--- src/verilog/sm83_macros.svh ---
`ifndef SM83_MACROS_SVH
`define SM83_MACROS_SVH

// Interrupt sources, one IE and IF bit each
`define IRQ_LINES 8

// Interrupt enable register, top of the address map
`define IE_ADDR 16'hFFFF

// Interrupt flag register in the IO page
`define IF_ADDR 16'hFF0F

// Vector of line n sits at VECTOR_BASE + 8*n
`define VECTOR_BASE 16'h0040

// First opcode fetch after reset
`define RESET_PC 16'h0000

`endif
--- src/verilog/sm83Pkg.sv ---
package sm83Pkg;

	// Memory request driven by the core each cycle
	typedef struct packed {
		logic [15:0] addr;  // Byte address
		logic [7:0]  wdata; // Store data, valid with wr
		logic        rd;    // Read strobe, data back same cycle
		logic        wr;    // Write strobe
		logic        m1;    // Opcode fetch cycle
	} busReq_t;

	// F register, upper nibble only
	typedef struct packed {
		logic z; // Result zero
		logic n; // Last op was a subtract
		logic h; // Carry/borrow out of bit 3
		logic c; // Carry/borrow out of bit 7
	} aluFlags_t;

	// Opcode byte, seen whole or split into x/y/z octal fields
	typedef union packed {
		logic [7:0] raw; // Exact opcode match
		struct packed {
			logic [1:0] x; // Opcode group
			logic [2:0] y; // ALU op in group 3
			logic [2:0] z; // 6 selects immediate operand
		} f;
	} opcode_u;

	// Encoded as the y field of the immediate ALU opcodes
	typedef enum logic [2:0] {
		ALU_ADD = 3'd0,
		ALU_SUB = 3'd2,
		ALU_AND = 3'd4,
		ALU_XOR = 3'd5,
		ALU_OR  = 3'd6,
		ALU_CP  = 3'd7
	} aluOp_t;

	// Winning interrupt from the priority encoder
	typedef struct packed {
		logic       req;  // Some enabled line pending
		logic [2:0] line; // Lowest pending enabled line
	} irqVec_t;

endpackage

--- src/verilog/irqChannel.sv ---
`timescale 1ns/1ps

module irqChannel (
	input  logic CLK,
	input  logic rst,
	input  logic trig,    // Raw request line
	input  logic ifWrite, // IF register store
	input  logic ifWbit,  // This line's bit of the store
	input  logic ack,     // Dispatch taken on this line
	output logic pending
);

	logic trigPrev; // Last sampled trig
	logic flag;     // IF bit

	// Edge detect history, sampled every cycle
	always_ff @(posedge CLK) begin
		trigPrev <= trig;
	end

	always_ff @(posedge CLK) begin
		if (rst)
			flag <= 1'b0;
		else if (trig && !trigPrev)
			flag <= 1'b1; // New edge beats write and ack
		else if (ifWrite)
			flag <= ifWbit; // Software set or clear
		else if (ack)
			flag <= 1'b0;
	end

	assign pending = flag;

endmodule

--- src/verilog/irqPriority.sv ---
`timescale 1ns/1ps
`include "sm83_macros.svh"

module irqPriority (
	input  logic [`IRQ_LINES-1:0] pending,
	input  logic [`IRQ_LINES-1:0] ieBits,
	input  logic                  irqTaken, // Core ack cycle
	output sm83Pkg::irqVec_t      irq,
	output logic                  wakeAny,
	output logic [`IRQ_LINES-1:0] ack       // One-hot, only with irqTaken
);

	logic [`IRQ_LINES-1:0] active; // Pending and enabled

	assign active = pending & ieBits;
	assign wakeAny = |active; // HALT exit ignores IME

	// Scan down so the lowest set line is written last
	always_comb begin
		irq = '0;
		for (int i = `IRQ_LINES - 1; i >= 0; i--) begin
			if (active[i]) begin
				irq.req = 1'b1;
				irq.line = 3'(i);
			end
		end
	end

	always_comb begin
		ack = '0;
		if (irqTaken && irq.req)
			ack[irq.line] = 1'b1;
	end

endmodule

--- src/verilog/irqRegs.sv ---
`timescale 1ns/1ps
`include "sm83_macros.svh"

module irqRegs (
	input  logic                   CLK,
	input  logic                   rst,
	input  sm83Pkg::busReq_t       bus,
	input  logic [`IRQ_LINES-1:0]  ifBits,  // Channel flags
	output logic [`IRQ_LINES-1:0]  ieBits,
	output logic                   ifWrite, // Store to IF this cycle
	output logic [`IRQ_LINES-1:0]  ifWdata,
	output logic                   hit,     // Read served here, not memory
	output logic [7:0]             rdata
);

	logic ieSel; // Address decodes to IE
	logic ifSel; // Address decodes to IF

	assign ieSel = (bus.addr == `IE_ADDR);
	assign ifSel = (bus.addr == `IF_ADDR);
	assign hit = (ieSel || ifSel) && bus.rd;
	assign ifWrite = ifSel && bus.wr;
	assign ifWdata = bus.wdata[`IRQ_LINES-1:0]; // One bit per channel

	// IE lives here, IF bits live in the channels
	always_ff @(posedge CLK) begin
		if (rst)
			ieBits <= '0;
		else if (ieSel && bus.wr)
			ieBits <= bus.wdata[`IRQ_LINES-1:0];
	end

	always_comb begin
		if (ieSel)
			rdata = ieBits;
		else
			rdata = ifBits; // Only consumed when hit
	end

endmodule

--- src/verilog/sm83Alu.sv ---
`timescale 1ns/1ps

module sm83Alu (
	input  sm83Pkg::aluOp_t    op,   // Operation from opcode y field
	input  logic [7:0]         a,    // Accumulator
	input  logic [7:0]         b,    // Immediate operand
	input  logic               cin,  // Carry in, borrow in for SUB/CP
	output logic [7:0]         res,
	output sm83Pkg::aluFlags_t flags
);

	logic [8:0] sum;    // Full result with carry/borrow in bit 8
	logic [4:0] lowSum; // Low nibble for the half carry

	always_comb begin
		sum = 9'd0;
		lowSum = 5'd0;
		res = a;
		flags = '0;
		case (op)
			sm83Pkg::ALU_ADD: begin
				sum = {1'b0, a} + {1'b0, b} + {8'd0, cin};
				lowSum = {1'b0, a[3:0]} + {1'b0, b[3:0]} + {4'd0, cin};
				res = sum[7:0];
				flags.h = lowSum[4]; // Carry out of bit 3
				flags.c = sum[8];
			end
			sm83Pkg::ALU_SUB, sm83Pkg::ALU_CP: begin
				// CP computes the same difference, core drops res
				sum = {1'b0, a} - {1'b0, b} - {8'd0, cin};
				lowSum = {1'b0, a[3:0]} - {1'b0, b[3:0]} - {4'd0, cin};
				res = sum[7:0];
				flags.n = 1'b1;
				flags.h = lowSum[4]; // Borrow wraps into bit 4
				flags.c = sum[8];    // Borrow from bit 8
			end
			sm83Pkg::ALU_AND: begin
				res = a & b;
				flags.h = 1'b1; // SM83 sets H on AND
			end
			sm83Pkg::ALU_XOR: begin
				res = a ^ b;
			end
			sm83Pkg::ALU_OR: begin
				res = a | b;
			end
			default: begin
				res = a; // Not reached for decoded ops
			end
		endcase
		flags.z = (res == 8'd0); // Z from every op
	end

endmodule

--- src/verilog/sm83Core.sv ---
`timescale 1ns/1ps
`include "sm83_macros.svh"

module sm83Core (
	input  logic              CLK,
	input  logic              rst,
	input  logic [7:0]        rdata,   // Read data, same cycle as rd
	input  sm83Pkg::irqVec_t  irq,     // Request and line from encoder
	input  logic              wakeAny, // Enabled line pending, ends HALT
	output sm83Pkg::busReq_t  bus,
	output logic              irqTaken, // Acknowledge cycle
	output logic              halted
);

	localparam logic [7:0] OP_LD_A_N   = 8'h3E;
	localparam logic [7:0] OP_LD_MEM_A = 8'hEA; // LD (a16),A
	localparam logic [7:0] OP_LD_A_MEM = 8'hFA; // LD A,(a16)
	localparam logic [7:0] OP_JP       = 8'hC3;
	localparam logic [7:0] OP_JP_Z     = 8'hCA;
	localparam logic [7:0] OP_JP_C     = 8'hDA;
	localparam logic [7:0] OP_HALT     = 8'h76;
	localparam logic [7:0] OP_EI       = 8'hFB;
	localparam logic [7:0] OP_DI       = 8'hF3;
	localparam logic [7:0] OP_RETI     = 8'hD9;

	typedef enum logic [3:0] {
		S_BOOT,  // Idle out of reset
		S_FETCH, // Opcode fetch, or interrupt ack
		S_IMM,   // 8-bit immediate
		S_LO,    // Address/target low byte
		S_HI,    // Address/target high byte
		S_MEM,   // Data load or store
		S_JUMP,  // Internal cycle of a taken JP
		S_HALT,  // Waiting for a pending line
		S_VEC    // Load the vector
	} state_t;

	state_t              state;
	state_t              nextState;
	logic [15:0]         pc;
	logic [15:0]         shadowPc; // Return address for RETI
	logic [15:0]         tgt;      // a16 operand
	logic [15:0]         vector;
	logic [7:0]          accA;
	sm83Pkg::aluFlags_t  flags;
	logic                ime;
	sm83Pkg::opcode_u    ir;       // Opcode being executed
	sm83Pkg::opcode_u    fetchOp;  // Opcode on the bus now
	logic [2:0]          vecLine;  // Line taken at ack
	logic                dispatch;
	logic                jpTaken;
	sm83Pkg::aluOp_t     aluOp;
	logic [7:0]          aluRes;
	sm83Pkg::aluFlags_t  aluFlags;

	// Group 3, z=6, minus ADC and SBC
	function automatic logic isAluImm(input sm83Pkg::opcode_u o);
		return (o.f.x == 2'd3) && (o.f.z == 3'd6) && (o.f.y != 3'd1) && (o.f.y != 3'd3);
	endfunction

	assign fetchOp.raw = rdata;
	assign dispatch = (state == S_FETCH) && ime && irq.req; // Only at instruction boundary
	assign aluOp = sm83Pkg::aluOp_t'(ir.f.y);
	assign vector = `VECTOR_BASE + {10'd0, vecLine, 3'b000}; // 8 bytes per line
	assign halted = (state == S_HALT);

	// Conditions read the stored flags
	assign jpTaken = (ir.raw == OP_JP) ||
		((ir.raw == OP_JP_Z) && flags.z) ||
		((ir.raw == OP_JP_C) && flags.c);

	sm83Alu alu (
		.op(aluOp),
		.a(accA),
		.b(rdata),
		.cin(1'b0), // No ADC/SBC in this subset
		.res(aluRes),
		.flags(aluFlags)
	);

	always_comb begin
		nextState = state;
		case (state)
			S_BOOT: nextState = S_FETCH;
			S_FETCH: begin
				if (dispatch) begin
					nextState = S_VEC; // This cycle was the ack
				end else if ((fetchOp.raw == OP_LD_A_N) || isAluImm(fetchOp)) begin
					nextState = S_IMM;
				end else if ((fetchOp.raw == OP_LD_MEM_A) || (fetchOp.raw == OP_LD_A_MEM) ||
					(fetchOp.raw == OP_JP) || (fetchOp.raw == OP_JP_Z) ||
					(fetchOp.raw == OP_JP_C)) begin
					nextState = S_LO;
				end else if (fetchOp.raw == OP_HALT) begin
					nextState = S_HALT;
				end else begin
					nextState = S_FETCH; // NOP, EI, DI, RETI, unknown
				end
			end
			S_IMM: nextState = S_FETCH;
			S_LO: nextState = S_HI;
			S_HI: begin
				if ((ir.raw == OP_LD_MEM_A) || (ir.raw == OP_LD_A_MEM))
					nextState = S_MEM;
				else if (jpTaken)
					nextState = S_JUMP;
				else
					nextState = S_FETCH; // Untaken, pc already past operand
			end
			S_MEM: nextState = S_FETCH;
			S_JUMP: nextState = S_FETCH;
			S_HALT: begin
				if (wakeAny)
					nextState = S_FETCH; // Dispatch, if any, happens there
			end
			S_VEC: nextState = S_FETCH;
			default: nextState = S_BOOT;
		endcase
	end

	always_comb begin
		bus = '0;
		bus.addr = pc;
		bus.wdata = accA;
		irqTaken = 1'b0;
		case (state)
			S_FETCH: begin
				if (dispatch) begin
					irqTaken = 1'b1; // No bus cycle during ack
				end else begin
					bus.rd = 1'b1;
					bus.m1 = 1'b1;
				end
			end
			S_IMM, S_LO, S_HI: bus.rd = 1'b1; // Operand bytes at pc
			S_MEM: begin
				bus.addr = tgt;
				bus.rd = (ir.raw == OP_LD_A_MEM);
				bus.wr = (ir.raw == OP_LD_MEM_A);
			end
			default: bus.rd = 1'b0; // Boot, jump, halt, vector
		endcase
	end

	always_ff @(posedge CLK) begin
		if (rst) begin
			state <= S_BOOT;
			pc <= `RESET_PC;
			ime <= 1'b0;
			accA <= 8'd0;
			flags <= '0;
		end else begin
			state <= nextState;
			case (state)
				S_FETCH: begin
					if (dispatch) begin
						ime <= 1'b0; // No nesting until RETI or EI
					end else begin
						pc <= pc + 16'd1;
						case (fetchOp.raw)
							OP_EI: ime <= 1'b1;
							OP_DI: ime <= 1'b0;
							OP_RETI: begin
								pc <= shadowPc;
								ime <= 1'b1;
							end
							default: ime <= ime;
						endcase
					end
				end
				S_IMM: begin
					pc <= pc + 16'd1;
					if (ir.raw == OP_LD_A_N) begin
						accA <= rdata;
					end else begin
						flags <= aluFlags;
						if (aluOp != sm83Pkg::ALU_CP)
							accA <= aluRes; // CP keeps A
					end
				end
				S_LO, S_HI: pc <= pc + 16'd1;
				S_MEM: begin
					if (ir.raw == OP_LD_A_MEM)
						accA <= rdata;
				end
				S_JUMP: pc <= tgt;
				S_VEC: pc <= vector;
				default: pc <= pc;
			endcase
		end
	end

	always_ff @(posedge CLK) begin
		if (state == S_FETCH) begin
			if (dispatch) begin
				shadowPc <= pc; // Next instruction, not yet fetched
				vecLine <= irq.line;
			end else begin
				ir <= fetchOp;
			end
		end
		if (state == S_LO)
			tgt[7:0] <= rdata;
		if (state == S_HI)
			tgt[15:8] <= rdata;
	end

endmodule

--- src/verilog/sm83Subsystem.sv ---
`timescale 1ns/1ps
`include "sm83_macros.svh"

module sm83Subsystem (
	input  logic                  CLK,
	input  logic                  rst,
	input  logic [7:0]            dataIn,  // Memory read data
	input  logic [`IRQ_LINES-1:0] irqTrig, // Rising edge requests
	output logic [15:0]           addr,
	output logic [7:0]            dataOut,
	output logic                  rd,
	output logic                  wr,
	output logic                  m1,
	output logic                  halted,
	output logic [`IRQ_LINES-1:0] irqAck
);

	sm83Pkg::busReq_t       bus;
	sm83Pkg::irqVec_t       irq;
	logic [7:0]             coreRdata;
	logic [7:0]             regRdata;
	logic [`IRQ_LINES-1:0]  ieBits;
	logic [`IRQ_LINES-1:0]  ifBits;   // Channel pending flags
	logic [`IRQ_LINES-1:0]  ifWdata;
	logic                   ifWrite;
	logic                   hit;
	logic                   irqTaken;
	logic                   wakeAny;

	assign coreRdata = hit ? regRdata : dataIn; // IE/IF shadow memory

	// IE/IF writes stay visible outside
	assign addr = bus.addr;
	assign dataOut = bus.wdata;
	assign rd = bus.rd;
	assign wr = bus.wr;
	assign m1 = bus.m1;

	sm83Core core (
		.CLK(CLK),
		.rst(rst),
		.rdata(coreRdata),
		.irq(irq),
		.wakeAny(wakeAny),
		.bus(bus),
		.irqTaken(irqTaken),
		.halted(halted)
	);

	irqRegs regs (
		.CLK(CLK),
		.rst(rst),
		.bus(bus),
		.ifBits(ifBits),
		.ieBits(ieBits),
		.ifWrite(ifWrite),
		.ifWdata(ifWdata),
		.hit(hit),
		.rdata(regRdata)
	);

	for (genvar i = 0; i < `IRQ_LINES; i++) begin : genChan
		irqChannel chan (
			.CLK(CLK),
			.rst(rst),
			.trig(irqTrig[i]),
			.ifWrite(ifWrite),
			.ifWbit(ifWdata[i]),
			.ack(irqAck[i]), // Same pulse seen outside
			.pending(ifBits[i])
		);
	end

	irqPriority prio (
		.pending(ifBits),
		.ieBits(ieBits),
		.irqTaken(irqTaken),
		.irq(irq),
		.wakeAny(wakeAny),
		.ack(irqAck)
	);

endmodule

--- config.mk ---
export PLATFORM = sky130hd
export DESIGN_NAME = sm83Subsystem
export DESIGN_NICKNAME = d
export VERILOG_FILES = /design/src/verilog/sm83Pkg.sv /design/src/verilog/irqChannel.sv /design/src/verilog/irqPriority.sv /design/src/verilog/irqRegs.sv /design/src/verilog/sm83Alu.sv /design/src/verilog/sm83Core.sv /design/src/verilog/sm83Subsystem.sv
export VERILOG_INCLUDE_DIRS = /design/src /design/src/verilog
export SDC_FILE = /design/constraint.sdc
export NUM_CORES = 1
export LEC_CHECK = 0
export BUFFER_PORTS_ARGS = -buffer_cell sky130_fd_sc_hd__buf_4
export CORE_UTILIZATION = 41
export DETAILED_ROUTE_END_ITERATION = 8
export HOLD_SLACK_MARGIN = 0.1
export MAX_ROUTING_LAYER = met4
export SYNTH_ARGS = -nofsm -noshare
export SYNTH_HDL_FRONTEND = slang
export SYNTH_SLANG_ARGS = --single-unit
--- constraint.sdc ---
create_clock -name CLK -period 4.6 [get_ports CLK]
set_input_delay 0.46 -clock CLK [delete_from_list [all_inputs] [get_ports CLK]]
set_output_delay 0.46 -clock CLK [all_outputs]
set_load 0.05 [all_outputs]
# ---- Word level (Yosys, flattened, before mapping)
# Cells that the tools add are included.
dict set report op_classes {
  add_sub_neg 4
  n_lt_le_gt_ge 2
  n_eq_ne 40
  muxes 63
  bitwise_logic 6
  n_reduce_logical 62
}
# operator count
set op_table {}
lappend op_table {{equality test 8 bit (second input constant)} 13}
lappend op_table {{case mux 16 bit (4 select lines)} 1}
lappend op_table {{two-way mux 4 bit} 13}
lappend op_table {{two-way mux 16 bit} 3}
lappend op_table {{two-way mux 8 bit} 6}
lappend op_table {{case mux 8 bit (5 select lines)} 1}
lappend op_table {{equality test 16 bit (second input constant)} 2}
lappend op_table {{two-way mux 1 bit} 31}
lappend op_table {{nonzero test 3 bit} 9}
lappend op_table {{logical AND 1 bit} 20}
lappend op_table {{case mux 4 bit (5 select lines)} 1}
lappend op_table {{adder 16 x 1 -> 16 bit (second input constant)} 1}
lappend op_table {{AND 8 bit} 2}
lappend op_table {{equality test 4 x 3 -> 1 bit (second input constant)} 4}
lappend op_table {{equality test 8 x 6 -> 1 bit (second input constant)} 2}
lappend op_table {{case mux 8 bit (2 select lines)} 1}
lappend op_table {{equality test 3 bit (second input constant)} 5}
lappend op_table {{AND reduction 2 bit} 5}
lappend op_table {{adder 8 x 8 -> 9 bit} 1}
lappend op_table {{logical OR 1 bit} 9}
lappend op_table {{subtractor 8 x 8 -> 9 bit} 1}
lappend op_table {{adder 7 x 6 -> 8 bit (first input constant)} 1}
lappend op_table {{equality test 4 x 2 -> 1 bit (second input constant)} 2}
lappend op_table {{equality test 8 x 7 -> 1 bit (second input constant)} 1}
lappend op_table {{29 further kinds} 42}
dict set report word_totals {
  regBits 98
  output_inout_bits 36
  word_cells 205
}

# ---- Longest topological paths before layout
dict set report logic_depth {
  word_depth 23
  ltp_mapped 21
  ltp_nobuf 18
}

# ---- Modules after synthesis
# From an unflattened synthesis, not the netlist that was laid out.
dict set report unflattened {
  hier_cells 742
  area_unflattened_um2 7051.8
}
# module n_inst cells_per_inst area_each_um2
set by_module_without_submodules {}
lappend by_module_without_submodules {sm83Core 1 384 4196.5}
lappend by_module_without_submodules {sm83Alu 1 204 1443.9}
lappend by_module_without_submodules {irqRegs 1 65 548.0}
lappend by_module_without_submodules {irqChannel 8 6 65.1}
lappend by_module_without_submodules {irqPriority 1 32 211.5}
lappend by_module_without_submodules {sm83Subsystem 1 9 131.4}

# ---- Worst setup path before layout
# No wires, ideal clock.
dict set report synth_path {
  path_kind {register -> register}
  startpoint {reg core.state[0]}
  endpoint {reg core.flags[3] (netlist name)}
  arrival_ps 4402
  required_ps 4484
  slack_ps 82
  stages_incl_launch_ff 19
  synth_period_minus_slack_ps 4518
  cell_sequence {dfxtp_1 buf_4 nand4bb_1 buf_2 or4_4 o32ai_2 mux2_2 mux2i_1 inv_1 ha_1 clkbuf_1 nor2b_1 o311a_1 a2111oi_0 nor3_1 a21o_1 a22oi_1 nor2_1 a31o_1}
}
dict set report synth_via {
  elab_chain_len 10
}
# element line
set synth_rtl {}
lappend synth_rtl {{start, declared} sm83Core.sv:38} ;# state_t state;
lappend synth_rtl {{start signal, assigned} sm83Core.sv:153} ;# state <= nextState;
lappend synth_rtl {{equality test 4 x 1 -> 1 bit} {sm83Core.sv:62, sm83Core.sv:126}}
lappend synth_rtl {{logical AND 1 bit (2 in series)} sm83Core.sv:62} ;# assign dispatch = (state == S_FETCH) && ime && irq.req;
lappend synth_rtl {{two-way mux 1 bit} sm83Core.sv:128} ;# if (dispatch) begin
lappend synth_rtl {{case mux 1 bit (3 select lines)} sm83Core.sv:126} ;# case (state)
lappend synth_rtl {{logical AND 1 bit} irqRegs.sv:21} ;# assign hit = (ieSel || ifSel) && bus.rd;
lappend synth_rtl {{two-way mux 8 bit *} sm83Subsystem.sv:30} ;# assign coreRdata = hit ? regRdata : dataIn;
lappend synth_rtl {{via core.alu.b[2]} sm83Alu.sv:6} ;# input logic [7:0] b,
lappend synth_rtl {{subtractor 8 x 8 -> 9 bit (tied with other cells)} sm83Alu.sv:30} ;# sum = {1'b0, a} - {1'b0, b} - {8'd0, cin};
lappend synth_rtl {{case mux 8 bit (5 select lines) *} sm83Alu.sv:20} ;# case (op)
lappend synth_rtl {{zero test 8 bit *} sm83Alu.sv:51} ;# flags.z = (res == 8'd0);
lappend synth_rtl {{end signal, assigned} sm83Core.sv:176} ;# flags <= aluFlags;
lappend synth_rtl {{end, declared} sm83Core.sv:45} ;# sm83Pkg::aluFlags_t flags;
# The timed path passes the listed nets; every way through them passes the cells marked *.
# A chain may end at the register's enable or synchronous reset.

# ---- Final worst setup path
dict set report layout_path {
  startpoint {reg core.pc[5]}
  endpoint {reg core.flags[3] (netlist name)}
}
dict set report layout_via {
  elab_chain_len 8
}
# element line
set layout_rtl {}
lappend layout_rtl {{start, declared} sm83Core.sv:40} ;# logic [15:0] pc;
lappend layout_rtl {{start signal, assigned} sm83Core.sv:148} ;# pc <= `RESET_PC;
lappend layout_rtl {{start signal, assigned} sm83Core.sv:159} ;# pc <= pc + 16'd1;
lappend layout_rtl {{start signal, assigned} sm83Core.sv:164} ;# pc <= shadowPc;
lappend layout_rtl {{two-way mux 16 bit *} sm83Core.sv:126}
lappend layout_rtl {{equality test 16 bit (no source line)} --}
lappend layout_rtl {{logical OR 1 bit} irqRegs.sv:21}
lappend layout_rtl {{logical AND 1 bit} irqRegs.sv:21}
lappend layout_rtl {{two-way mux 8 bit *} sm83Subsystem.sv:30}
lappend layout_rtl {{via core.alu.b[1]} sm83Alu.sv:6}
lappend layout_rtl {{subtractor 8 x 8 -> 9 bit (tied with other cells)} sm83Alu.sv:30}
lappend layout_rtl {{case mux 8 bit (5 select lines) *} sm83Alu.sv:20}
lappend layout_rtl {{zero test 8 bit *} sm83Alu.sv:51}
# Marks and branches as above.

==> flow_metrics.py <==
metrics = {
    "synth": {
        "syn_inst": 807,
        "syn-cell-area_um2": 6730,
        "synth.distinct_cells": 80,
        "syn-num-nets": 851,
        "syn-mean-instance-area_um2": 8.33,
        "synth-edff-count": 43,
        "ys_seq_area_share_pct": 35.6,
        "ys_warn_count": 0,
        "ys_ff_latch": 98,
        "synthFlopType": "dfxtp_1",
        "synth-async-reset-ratio_pct": 0,
    },
    "die": {
        "start_util_pct": 42.2,
        "dieArea_um2": 16900,
        "rows": 46,
        "die_width_um": 130,
        "die-height_um": 130,
        "core_area_um2": 15900,
        "ios": 54,
    },
    "timing": {
        "period_needed_ps": 4400,
        "slew_headroom_pct": 24.9,
        "fmax_ghz": 0.227,
        "timing.final.ws_setup_ps": 201,
        "tns_ps": 0,
        "finalHoldViolations": 0,
        "skew_ps": 10.4,
        "fin_crit_sh_pct": 95.6,
        "drv_slew": 0,
        "final-setup-viol-count": 0,
        "worstMarginPinSlew_ps": 1120,
    },
    "final_layout": {
        "design_area_um2": 7700,
        "drive_above_1_share_pct": 15.7,
        "nets": 891,
        "synthToLayoutAreaGrowth_pct": 14.4,
        "insertedDiodeCount": 0,
        "mostFrequentLayoutCell": "nand2_1",
        "fillers": 1558,
        "final_cell_mix": "nand2_1 (98), buf_4 (89), nor2_1 (82)",
        "stdcell_count": 1068,
    },
    "grt": {
        "antenna_found_initial": 0,
        "grt_pass1_vias": 5976,
        "grt_pass1_wl_mm": 32.8,
        "grtUsageTotal_pct": 26.3,
        "grt_use_met1_pct": 33.0,
        "busiest_layer": "met2",
        "overflow": 0,
        "grt_use_met3_pct": 3.32,
        "grt_max_degree": 51,
        "met2_usage_pct": 43.5,
    },
    "route": {
        "ant_nets": 0,
        "drc": 0,
        "vias": 6306,
        "viasPerCell": 5.90,
        "drt_wl_total_mm": 21.3,
        "wl_per_cell_um": 19.9,
        "dr.pass1.iters": 5,
        "drtIter0Drc": 620,
    },
    "cts": {
        "clock_latency_ps": 360,
        "postCtsHoldBufs": 0,
        "cts_buffers": 9,
        "htree_levels": 3,
        "clock_path_buffers": 2,
        "cts.clk_slew.worst_paths_ps": 70,
        "postCtsSetupBuffers": 0,
        "cts_tree": "done",
        "ctsResizeCount": 0,
        "cts-root-buf": "clkbuf_16",
        "clock_sinks": 98,
    },
    "pwr": {
        "ir_drop_v": 0.000192,
        "cellLeakagePower_uw": 0.00295,
        "power_frac_seq_pct": 42.8,
        "intPower_uw": 1560,
        "p_per_area_nw_per_um2": 298,
        "p_sw_uw": 735,
        "comb_power_share_pct": 23.1,
        "p_sw_share_pct": 32.0,
        "clkPwrFrac_pct": 34.1,
    },
    "run": {
        "cap_violations": 0,
    },
    "setup_path": {
        "critPathLaunchType": "flip-flop",
        "required_ps": 4850,
        "cp_max_fo": 8,
        "arrival_ps": 4650,
        "rr_worst_depth": 14,
        "critPathKind": "flip-flop to flip-flop",
        "cp-end-kind": "flip-flop",
    },
    "placement": {
        "dpl-instance-area_um2": 7360,
        "gp_congestion": 0.952,
        "dp.cells": 1052,
        "dp.final_hpwl_mm": 15.7,
        "dp_slack_ps": 149,
        "io_buffers": 53,
    },
    "outcome": {
        "status": "finished clean",
    },
    "min_path": {
        "hold_depth": 1,
        "hp-class": "primary input to flip-flop",
    },
}
stage by stage:
stage                     hold WS, ps  util (%)  power, µW
after floorplan                   406         -       1350
after global placement            429      46.2       1510
after detailed placement          447      46.2       1520
after CTS                         203      48.0       2300
after global routing              204      48.3       2380
final                             213      48.3       2300
worst paths after layout:
check	startpoint	slack, ps	end
worst max-delay path	core.pc[5]	200	core.flags[3]
worst min-delay path	irqTrig[4]	210	genChan[4].chan.trigPrev
worst max register to register	core.pc[5]	200	core.flags[3]
worst min register to register	core.shadowPc[15]	470	core.pc[15]
critical path, stage by stage, from the launching register on:
cell	delay, ps
dfxtp_1	380
or4_1	530
a211o_1	320
o32a_4	360
a21oi_4	210
mux2_2	410
ha_1	350
nor3_1	80
o311a_1	410
a2111oi_1	430
nor3_1	120
a21o_1	170
a22oi_1	230
nor2_1	80
a31o_1	210
cells in the mapped netlist, drive strengths merged (17+ instances only):
master / n / share of area, %
ha: 24 / 4.5
nand2: 98 / 5.5
nor3b: 17 / 1.9
o21ai: 47 / 3.6
inv: 43 / 2.4
buf: 26 / 2.9
dfxtp: 55 / 16
nor2: 83 / 4.6
nand3: 17 / 1.3
a21oi: 53 / 4.1
mux2i: 23 / 3.4
a211oi: 17 / 1.9
edfxtp: 43 / 19
clkbuf: 34 / 1.9
power groups by stage:
stage | Sequential (µW) | Combinational (µW) | Clock (µW)
4_1_cts | 982 | 520 | 799
3_3_place_gp | 1000 | 514 | 0
2_1_floorplan | 998 | 354 | 0
3_5_place_dp | 1000 | 518 | 0
5_1_grt | 987 | 569 | 828
6_report | 983 | 529 | 783
flip-flops by register name, indices dropped and copies added, names as in the netlist, 2 cells and up:
register	count
core.accA	8
core.flags	2
core.ir	8
core.pc	16
core.shadowPc	16
core.state	4
core.tgt	16
core.vecLine	3
genChan.chan.pending	8
genChan.chan.trigPrev	8
regs.ieBits	8
cells by family (layout without fill, tap and decap cells):
family / after synthesis / in the layout / synth area share (%)
xor+xnor: 16 / 16 / 2.08
buf+inv: 104 / 149 / 7.27
fa+ha+maj: 26 / 26 / 5.06
flops: 98 / 98 / 35.6
mux: 30 / 30 / 4.65
compound gates: 220 / 220 / 22.5
simple gates: 313 / 313 / 22.8
final cells by class:
type,instances,area (µm²),share of cell area [%]
Clock buffer,9,225,2.93
Clock inverter,7,76.3,0.992
Inverter,44,165,2.15
Multi-Input combinational cell,605,3900,50.7
Sequential cell,98,2390,31.1
Tap cell,216,270,3.51
Timing Repair Buffer,89,668,8.68
routing by layer:
layer | vias up | wire [µm]
li1 | 3022 | -
met1 | 3011 | 9390
met2 | 237 | 10300
met3 | 36 | 1040
met4 | 0 | 549
met5 | - | 0
(Power assumes the default switching activity.)
